### config.mk
export PLATFORM = sky130hd
export DESIGN_NAME = spmv_channel
export DESIGN_NICKNAME = d
export VERILOG_FILES = /design/src/spmv_pkg.sv /design/src/channel_ctrl.sv /design/src/credit_counter.sv /design/src/out_fifo.sv /design/src/product_stage.sv /design/src/row_accumulator.sv /design/src/spmv_channel.sv
export SDC_FILE = /design/constraint.sdc
export NUM_CORES = 1
export LEC_CHECK = 0
export BUFFER_PORTS_ARGS = -buffer_cell sky130_fd_sc_hd__buf_2
export CAP_MARGIN = 20
export CELL_PAD_IN_SITES_DETAIL_PLACEMENT = 0
export CELL_PAD_IN_SITES_GLOBAL_PLACEMENT = 2
export CORE_UTILIZATION = 51
export CTS_BUF_LIST = sky130_fd_sc_hd__clkbuf_4
export DETAILED_ROUTE_END_ITERATION = 16
export GPL_TIMING_DRIVEN = 0
export PLACE_DENSITY_LB_ADDON = 0.1
export SLEW_MARGIN = 10
export SYNTH_ARGS = -nofsm -noshare
export SYNTH_HDL_FRONTEND = slang
export SYNTH_SLANG_ARGS = --single-unit
### constraint.sdc
create_clock -name clk -period 9.1 [get_ports clk]
set_input_delay 1.365 -clock clk [delete_from_list [all_inputs] [get_ports clk]]
set_output_delay 1.365 -clock clk [all_outputs]
set_load 0.005 [all_outputs]
### src/spmv_pkg.sv
`default_nettype none

package spmv_pkg;

	////////////////////////////////////////
	// Data widths
	////////////////////////////////////////

	localparam int MAT_VAL_BITS = 8;
	localparam int VEC_VAL_BITS = 8;
	localparam int ROW_ID_BITS = 8;

	// Width of a product and of a row sum
	localparam int PROD_BITS = MAT_VAL_BITS + VEC_VAL_BITS;

	// Output FIFO depth as a power of two
	localparam int FIFO_DEPTH = 8;

	////////////////////////////////////////
	// Controller states
	////////////////////////////////////////

	typedef enum logic [1:0] {
		ST_IDLE  = 2'd0,
		ST_RUN   = 2'd1,
		ST_FLUSH = 2'd2,
		ST_DONE  = 2'd3
	} channel_state_e;

endpackage

`default_nettype wire

### src/channel_ctrl.sv
`timescale 1ns/100ps
`default_nettype none

module channel_ctrl (
	input wire clk,
	input wire rst,
	input wire start,
	input wire fetcher_done,
	input wire in_empty,
	input wire credit_ok,
	input wire prod_valid,
	input wire acc_busy,
	output logic in_rd_en,
	output logic acc_clear,
	output logic flush_req,
	output logic done,
	output spmv_pkg::channel_state_e state
);

	spmv_pkg::channel_state_e state_next;
	logic stream_over;

	// Source drained and the last product already taken by the accumulator
	assign stream_over = fetcher_done && in_empty && !prod_valid;

	always_ff @(posedge clk or posedge rst) begin
		if (rst) begin
			state <= spmv_pkg::ST_IDLE;
		end else begin
			state <= state_next;
		end
	end

	always_comb begin
		state_next = state;
		case (state)
			spmv_pkg::ST_IDLE: begin
				if (start) begin
					state_next = spmv_pkg::ST_RUN;
				end
			end
			spmv_pkg::ST_RUN: begin
				if (stream_over) begin
					state_next = spmv_pkg::ST_FLUSH;
				end
			end
			spmv_pkg::ST_FLUSH: begin
				// One cycle is enough to push out the open row
				state_next = spmv_pkg::ST_DONE;
			end
			spmv_pkg::ST_DONE: begin
				if (!start) begin
					state_next = spmv_pkg::ST_IDLE;
				end
			end
			default: begin
				state_next = spmv_pkg::ST_IDLE;
			end
		endcase
	end

	////////////////////////////////////////
	// Control strobes
	////////////////////////////////////////

	// Pop only with data present and a free output slot promised
	assign in_rd_en = (state == spmv_pkg::ST_RUN) && !in_empty && credit_ok;

	// Single pulse on the way from idle into a new run
	assign acc_clear = (state == spmv_pkg::ST_IDLE) && start;

	assign flush_req = (state == spmv_pkg::ST_FLUSH) && acc_busy;

	assign done = (state == spmv_pkg::ST_DONE);

endmodule

`default_nettype wire

### src/credit_counter.sv
`timescale 1ns/100ps
`default_nettype none

module credit_counter #(
	parameter int DEPTH = 8
) (
	input wire clk,
	input wire rst,
	input wire acc_clear,
	input wire take,
	input wire give_merge,
	input wire give_pop,
	input wire [$clog2(DEPTH):0] occupancy,
	output logic credit_ok
);

	localparam int CNT_BITS = $clog2(DEPTH) + 1;

	logic [CNT_BITS-1:0] count;
	logic [CNT_BITS-1:0] take_ext;
	logic [CNT_BITS-1:0] merge_ext;
	logic [CNT_BITS-1:0] pop_ext;

	assign take_ext = {{(CNT_BITS-1){1'b0}}, take};
	assign merge_ext = {{(CNT_BITS-1){1'b0}}, give_merge};
	assign pop_ext = {{(CNT_BITS-1){1'b0}}, give_pop};

	always_ff @(posedge clk or posedge rst) begin
		if (rst) begin
			count <= CNT_BITS'(DEPTH);
		end else if (acc_clear) begin
			// Rows still waiting in the FIFO keep their slots
			count <= CNT_BITS'(DEPTH) - occupancy + pop_ext;
		end else begin
			count <= count + merge_ext + pop_ext - take_ext;
		end
	end

	assign credit_ok = (count != '0);

endmodule

`default_nettype wire

### src/out_fifo.sv
`timescale 1ns/100ps
`default_nettype none

module out_fifo #(
	parameter int DEPTH = 8
) (
	input wire clk,
	input wire rst,
	input wire we,
	input wire [spmv_pkg::PROD_BITS-1:0] din_data,
	input wire [spmv_pkg::ROW_ID_BITS-1:0] din_addr,
	input wire rd_en,
	output logic [spmv_pkg::PROD_BITS-1:0] data_out,
	output logic [spmv_pkg::ROW_ID_BITS-1:0] addr_out,
	output logic empty,
	output logic [$clog2(DEPTH):0] occupancy
);

	localparam int AW = $clog2(DEPTH);

	logic [spmv_pkg::PROD_BITS-1:0] mem_data [DEPTH];
	logic [spmv_pkg::ROW_ID_BITS-1:0] mem_addr [DEPTH];
	logic [AW-1:0] wp;
	logic [AW-1:0] rp;
	logic gb;
	logic rd_fire;

	assign rd_fire = rd_en && !empty;

	always_ff @(posedge clk) begin
		if (we) begin
			mem_data[wp] <= din_data;
			mem_addr[wp] <= din_addr;
		end
	end

	// Guard bit tells full from empty when the pointers meet
	always_ff @(posedge clk or posedge rst) begin
		if (rst) begin
			wp <= '0;
			rp <= '0;
			gb <= 1'b0;
		end else begin
			if (we) begin
				wp <= wp + 1'b1;
			end
			if (rd_fire) begin
				rp <= rp + 1'b1;
			end
			if (we && !rd_fire && (AW'(wp + 1'b1) == rp)) begin
				gb <= 1'b1;
			end else if (rd_fire && !we) begin
				gb <= 1'b0;
			end
		end
	end

	// Head word shown without a read cycle
	assign data_out = mem_data[rp];
	assign addr_out = mem_addr[rp];
	assign empty = (wp == rp) && !gb;
	assign occupancy = gb ? (AW + 1)'(DEPTH) : {1'b0, AW'(wp - rp)};

endmodule

`default_nettype wire

### src/product_stage.sv
`timescale 1ns/100ps
`default_nettype none

module product_stage (
	input wire clk,
	input wire rst,
	input wire in_rd_en,
	input wire [spmv_pkg::MAT_VAL_BITS-1:0] mat_val,
	input wire [spmv_pkg::VEC_VAL_BITS-1:0] vec_val,
	input wire [spmv_pkg::ROW_ID_BITS-1:0] row_id,
	output logic prod_valid,
	output logic [spmv_pkg::PROD_BITS-1:0] prod,
	output logic [spmv_pkg::ROW_ID_BITS-1:0] prod_row
);

	logic [spmv_pkg::PROD_BITS-1:0] mat_ext;
	logic [spmv_pkg::PROD_BITS-1:0] vec_ext;

	// Operands widened to the full product width
	assign mat_ext = {{spmv_pkg::VEC_VAL_BITS{1'b0}}, mat_val};
	assign vec_ext = {{spmv_pkg::MAT_VAL_BITS{1'b0}}, vec_val};

	always_ff @(posedge clk or posedge rst) begin
		if (rst) begin
			prod_valid <= 1'b0;
		end else begin
			prod_valid <= in_rd_en;
		end
	end

	// Row id rides along with its product
	always_ff @(posedge clk) begin
		if (in_rd_en) begin
			prod <= mat_ext * vec_ext;
			prod_row <= row_id;
		end
	end

endmodule

`default_nettype wire

### src/row_accumulator.sv
`timescale 1ns/100ps
`default_nettype none

module row_accumulator (
	input wire clk,
	input wire rst,
	input wire acc_clear,
	input wire flush_req,
	input wire prod_valid,
	input wire [spmv_pkg::PROD_BITS-1:0] prod,
	input wire [spmv_pkg::ROW_ID_BITS-1:0] prod_row,
	output logic merge,
	output logic acc_busy,
	output logic fifo_we,
	output logic [spmv_pkg::PROD_BITS-1:0] fifo_data,
	output logic [spmv_pkg::ROW_ID_BITS-1:0] fifo_addr
);

	logic row_open;
	logic [spmv_pkg::ROW_ID_BITS-1:0] open_row;
	logic [spmv_pkg::PROD_BITS-1:0] sum;
	logic same_row;
	logic close_row;

	assign same_row = row_open && (prod_row == open_row);

	// Open row leaves on a row change or at the end of the stream
	assign close_row = row_open && ((prod_valid && !same_row) || flush_req);

	assign acc_busy = prod_valid || row_open;

	////////////////////////////////////////
	// Row tracking and output strobes
	////////////////////////////////////////

	always_ff @(posedge clk or posedge rst) begin
		if (rst) begin
			row_open <= 1'b0;
			merge <= 1'b0;
			fifo_we <= 1'b0;
		end else if (acc_clear) begin
			row_open <= 1'b0;
			merge <= 1'b0;
			fifo_we <= 1'b0;
		end else begin
			merge <= prod_valid && same_row;
			fifo_we <= close_row;
			if (prod_valid) begin
				row_open <= 1'b1;
			end else if (flush_req) begin
				row_open <= 1'b0;
			end
		end
	end

	// Running sum wraps at the product width
	always_ff @(posedge clk) begin
		if (close_row) begin
			fifo_data <= sum;
			fifo_addr <= open_row;
		end
		if (prod_valid) begin
			open_row <= prod_row;
			if (same_row) begin
				sum <= sum + prod;
			end else begin
				sum <= prod;
			end
		end
	end

endmodule

`default_nettype wire

### src/spmv_channel.sv
`timescale 1ns/100ps
`default_nettype none

module spmv_channel #(
	parameter int DEPTH = spmv_pkg::FIFO_DEPTH
) (
	input wire clk,
	input wire rst,
	input wire start,
	input wire fetcher_done,
	input wire [spmv_pkg::MAT_VAL_BITS-1:0] mat_val,
	input wire [spmv_pkg::VEC_VAL_BITS-1:0] vec_val,
	input wire [spmv_pkg::ROW_ID_BITS-1:0] row_id,
	input wire in_empty,
	output wire in_rd_en,
	output wire [spmv_pkg::PROD_BITS-1:0] data_out,
	output wire [spmv_pkg::ROW_ID_BITS-1:0] addr_out,
	output wire out_empty,
	input wire out_rd_en,
	output wire done
);

	wire credit_ok;
	wire acc_clear;
	wire flush_req;
	wire acc_busy;
	wire merge;
	wire pop;
	wire prod_valid;
	wire [spmv_pkg::PROD_BITS-1:0] prod;
	wire [spmv_pkg::ROW_ID_BITS-1:0] prod_row;
	wire fifo_we;
	wire [spmv_pkg::PROD_BITS-1:0] fifo_data;
	wire [spmv_pkg::ROW_ID_BITS-1:0] fifo_addr;
	wire [$clog2(DEPTH):0] occupancy;
	spmv_pkg::channel_state_e state;

	// Pops requested on an empty FIFO are dropped
	assign pop = out_rd_en && !out_empty;

	////////////////////////////////////////
	// Control
	////////////////////////////////////////

	channel_ctrl u_ctrl (
		.clk(clk), .rst(rst), .start(start), .fetcher_done(fetcher_done),
		.in_empty(in_empty), .credit_ok(credit_ok), .prod_valid(prod_valid),
		.acc_busy(acc_busy), .in_rd_en(in_rd_en), .acc_clear(acc_clear),
		.flush_req(flush_req), .done(done), .state(state)
	);

	credit_counter #(.DEPTH(DEPTH)) u_credit (
		.clk(clk), .rst(rst), .acc_clear(acc_clear), .take(in_rd_en),
		.give_merge(merge), .give_pop(pop), .occupancy(occupancy),
		.credit_ok(credit_ok)
	);

	////////////////////////////////////////
	// Datapath
	////////////////////////////////////////

	product_stage u_prod (
		.clk(clk), .rst(rst), .in_rd_en(in_rd_en), .mat_val(mat_val),
		.vec_val(vec_val), .row_id(row_id), .prod_valid(prod_valid),
		.prod(prod), .prod_row(prod_row)
	);

	row_accumulator u_acc (
		.clk(clk), .rst(rst), .acc_clear(acc_clear), .flush_req(flush_req),
		.prod_valid(prod_valid), .prod(prod), .prod_row(prod_row),
		.merge(merge), .acc_busy(acc_busy), .fifo_we(fifo_we),
		.fifo_data(fifo_data), .fifo_addr(fifo_addr)
	);

	out_fifo #(.DEPTH(DEPTH)) u_fifo (
		.clk(clk), .rst(rst), .we(fifo_we), .din_data(fifo_data),
		.din_addr(fifo_addr), .rd_en(out_rd_en), .data_out(data_out),
		.addr_out(addr_out), .empty(out_empty), .occupancy(occupancy)
	);

endmodule

`default_nettype wire

==> results by group <==
Synthesis
  – Largest cells by area after synthesis: edfxtp_1 59%, mux4_2 8.0%, ha_1 6.1%, fa_1 5.9%, dfrtp_1 3.0%
  – Most frequent cells after synthesis: 264 x edfxtp_1, 86 x inv_1, 66 x ha_1, 57 x and2_1
  – Area leader, netlist: edfxtp_1
  – Mapped Area: 13500 um2
  – Ys async rst share: 6.05%
  – Syn Area/Cell: 15.8 um2
  – Sequential fraction of the synthesis area: 61.7%
  – Most common cell in the netlist: edfxtp_1
  – Top FF cell, synth: edfxtp_1
  – Post-synthesis cell type count: 47
  – Post-synth EDFFs: 264
  – Syn_nets: 994
  – Post-Synthesis Cells: 858
  – Register bit total from synthesis: 281
  – Yosys top cell area share: 58.5%
  – Ys Warns: 0

Die
  – Num rows: 59
  – Initial core utilization: 52.0%
  – Die width: 165 um
  – Core footprint: 26100 um2
  – Die Ht: 165 um
  – Ports: 57
  – DIE AREA: 27200 um2

Power
  – Share of total power in combinational logic: 36.2%
  – Peak supply drop: 0.000126 V
  – Cell area power density: 279 nW/um2
  – Internal Power: 2.91 mW
  – Switching share of power: 32.6%
  – NetSw: 1.41 mW
  – LEAKAGE: 5.88 nW
  – Clk pwr share: 23.8%
  – Sequential power share: 40.0%
  – Pwr Total: 4.32 mW

Clock tree
  – Clock latency on the worst-skew pair: 0.67 ns
  – Num CTS Buffers: 71
  – Hold-fix buffers at CTS: 0
  – Number of H-tree levels: 3
  – Post-CTS Resized: 0
  – Clk pin slew, worst setup/hold paths: 0.06 ns
  – Post-CTS Setup Inserts: 0
  – Root buf cell: clkbuf_4
  – Clock sinks: 281
  – Clk buf depth: 3
  – CTS tree: yes

Worst setup path
  – CP max stage cell: fa_1
  – RR Startpoint: u_fifo.rp[1]$_DFFE_PP0P_
  – CP startpoint: mat_val[6]
  – Critical Path, Cell by Cell: buf_2 -> and2_1 -> fa_1 -> fa_1 -> fa_1 -> inv_1 -> fa_1 -> inv_1 -> ha_1 -> a21o_1 -> a21oi_1 -> o211ai_1 -> nand2_1 -> o21ai_0 -> a21oi_1 -> xnor2_1
  – Crit path DAT: 5.15 ns
  – Crit start category: primary input
  – Crit. End Element: flop
  – Kind of critical path: primary input to flop
  – CP Data Required Time: 9.48 ns
  – Cell mode on critical path: fa_1
  – Worst-path maximum fanout: 8
  – Crit-path max cell delay: 0.51 ns

Timing
  – Final Max Slew Viols: 0
  – Worst-Margin Slew: 0.832 ns
  – Total negative setup slack: 0 ns
  – Worst setup skew after layout: 0.0562 ns
  – Crit path time final: 4.77 ns
  – Setup Viol. Count Final: 0
  – Relative slew slack: 44.5%
  – WHS: 0.469 ns
  – Period utilization: 52.4%
  – Max Freq: 0.210 GHz
  – RSZ-0062 raised after global routing: no
  – Endpoints failing hold: 0

Layout
  – Non-filler cells, final: 1392
  – P&R area growth vs syn: 14.3%
  – Fraction of layout cells with a size suffix above 1: 26.6%
  – # fillers: 1976
  – Nets: 1138
  – Fin area: 15500 um2

Drt
  – DR DRC count: 0
  – Via count: 7326
  – DRC violation total after the first TritonRoute iteration: 394
  – Antenna-violating nets left: 0
  – Initial DRT Pass Iterations: 4
  – Final wirelength: 25400 um
  – WL/cell: 18.2 um
  – Vias per cell: 5.26

Flow run
  – Max-cap violations: 0

Run status
  – Status: complete, no violations

Global routing
  – Antenna violations before repair: 1
  – GRT Overall Usage: 19.9%
  – Number of global-route vias before repair: 7804
  – First-pass GRT wire length: 40300 um
  – Largest net degree at the start of global routing: 20
  – GRT overflow: 0

Hold path
  – Worst hold start: u_acc.sum[10]$_DFFE_PP_
  – HP Class: flop to flop

Placement
  – Post-placement cell area: 14600 um2
  – Dpl hpwl: 17900 um
  – Placer Congestion: 0.830
  – I/O Buffers: 56
  – Placed insts: 1264
[routing by layer]
layer / share of wire, % / global-route usage, % / wire, um / up-vias
met5: 0 / 0 / 0 / -
met1: 44 / 25.4 / 11300 / 3620
li1: - / - / - / 3510
met3: 4.4 / 3.79 / 1110 / 36
met2: 50 / 33.9 / 12600 / 160
met4: 1.5 / 7.01 / 391 / 0
[flip-flops by register name, summed over array words and instances (netlist names)]
register           flops
u_acc.fifo_addr        8
u_acc.fifo_data       16
u_acc.fifo_we          1
u_acc.merge            1
u_acc.open_row         8
u_acc.row_open         1
u_acc.sum             16
u_credit.count         4
u_ctrl.state           2
u_fifo.gb              1
u_fifo.mem_addr       64
u_fifo.mem_data      128
u_fifo.rp              3
u_fifo.wp              3
u_prod.prod           16
u_prod.prod_row        8
u_prod.prod_valid      1
[power groups by stage]
stage | clock network (mW) | logic, mW | registers, mW
after global routing | 1.13 | 1.76 | 1.75
after floorplan | 0 | 1.15 | 1.72
after global placement | 0 | 1.51 | 1.76
final | 1.03 | 1.57 | 1.73
after detailed placement | 0 | 1.58 | 1.76
after CTS | 1.06 | 1.60 | 1.73
[metrics by stage]
stage | utilization (%) | worst slack [ns]
2_1_floorplan | - | 3.99
3_3_place_gp | 54.7 | 2.59
3_5_place_dp | 55.9 | 3.70
4_1_cts | 59.4 | 4.37
5_1_grt | 59.4 | 4.10
6_report | 59.4 | 4.33
[layout by cell type (no fill, tap or decap), types with 7 or more instances in the layout]
master    instances
xnor2_1          26
clkbuf_1         11
a21o_1            8
o21ai_1          10
buf_2            61
edfxtp_1        264
nand2_1          48
clkbuf_4         99
clkinv_1         17
dfrtp_1          16
ha_1             66
and2_1           57
a21oi_1          29
o21ai_0          16
nor2_1           10
inv_1            86
xor2_1           17
mux4_2           48
nor3_1            7
mux2_2           27
fa_1             40
[final cells by class]
class | instances | area [um2] | share of cell area, %
Antenna cell | 1 | 2.50 | 0.0162
Buffer | 19 | 96.3 | 0.622
Clock buffer | 99 | 743 | 4.80
Clock inverter | 28 | 155 | 1.00
Inverter | 86 | 323 | 2.09
Multi-Input combinational cell | 472 | 4840 | 31.3
Sequential cell | 281 | 8350 | 54.0
Tap cell | 335 | 419 | 2.71
Timing Repair Buffer | 71 | 542 | 3.50
[kinds of logic (layout without fill, tap and decap cells)]
logic type / count (synthesis) / in the layout / synth area share (%)
other cells: 0 / 1 / 0
xor+xnor: 43 / 43 / 2.78
simple gates: 161 / 161 / 6.18
buf+inv: 105 / 303 / 3.10
compound gates: 86 / 86 / 3.94
flops: 281 / 281 / 61.7
mux: 76 / 76 / 10.3
fa+ha+maj: 106 / 106 / 12.0
[worst paths after layout]
kind,slack [ns],endpoint,cells past startpoint
max,4.33,u_prod.prod[14]$_DFFE_PP_,16
min,0.47,u_acc.fifo_data[10]$_DFFE_PP_,0
max reg2reg,5.38,u_credit.count[1]$_DFF_PP0_,11
min reg2reg,0.47,u_acc.fifo_data[10]$_DFFE_PP_,0
max in group asynchronous,7.75,u_fifo.rp[0]$_DFFE_PP0P_,2
min in group asynchronous,0.82,u_ctrl.state[0]$_DFFE_PP0P_,2
[critical path: cells and delay by family]
kind            cells  cell delay, ns
compound gates      5            0.83
xor+xnor            1            0.08
simple gates        2            0.32
fa+ha+maj           5            2.33
buf+inv             3            0.24
Power figures use the tool's default switching activity.
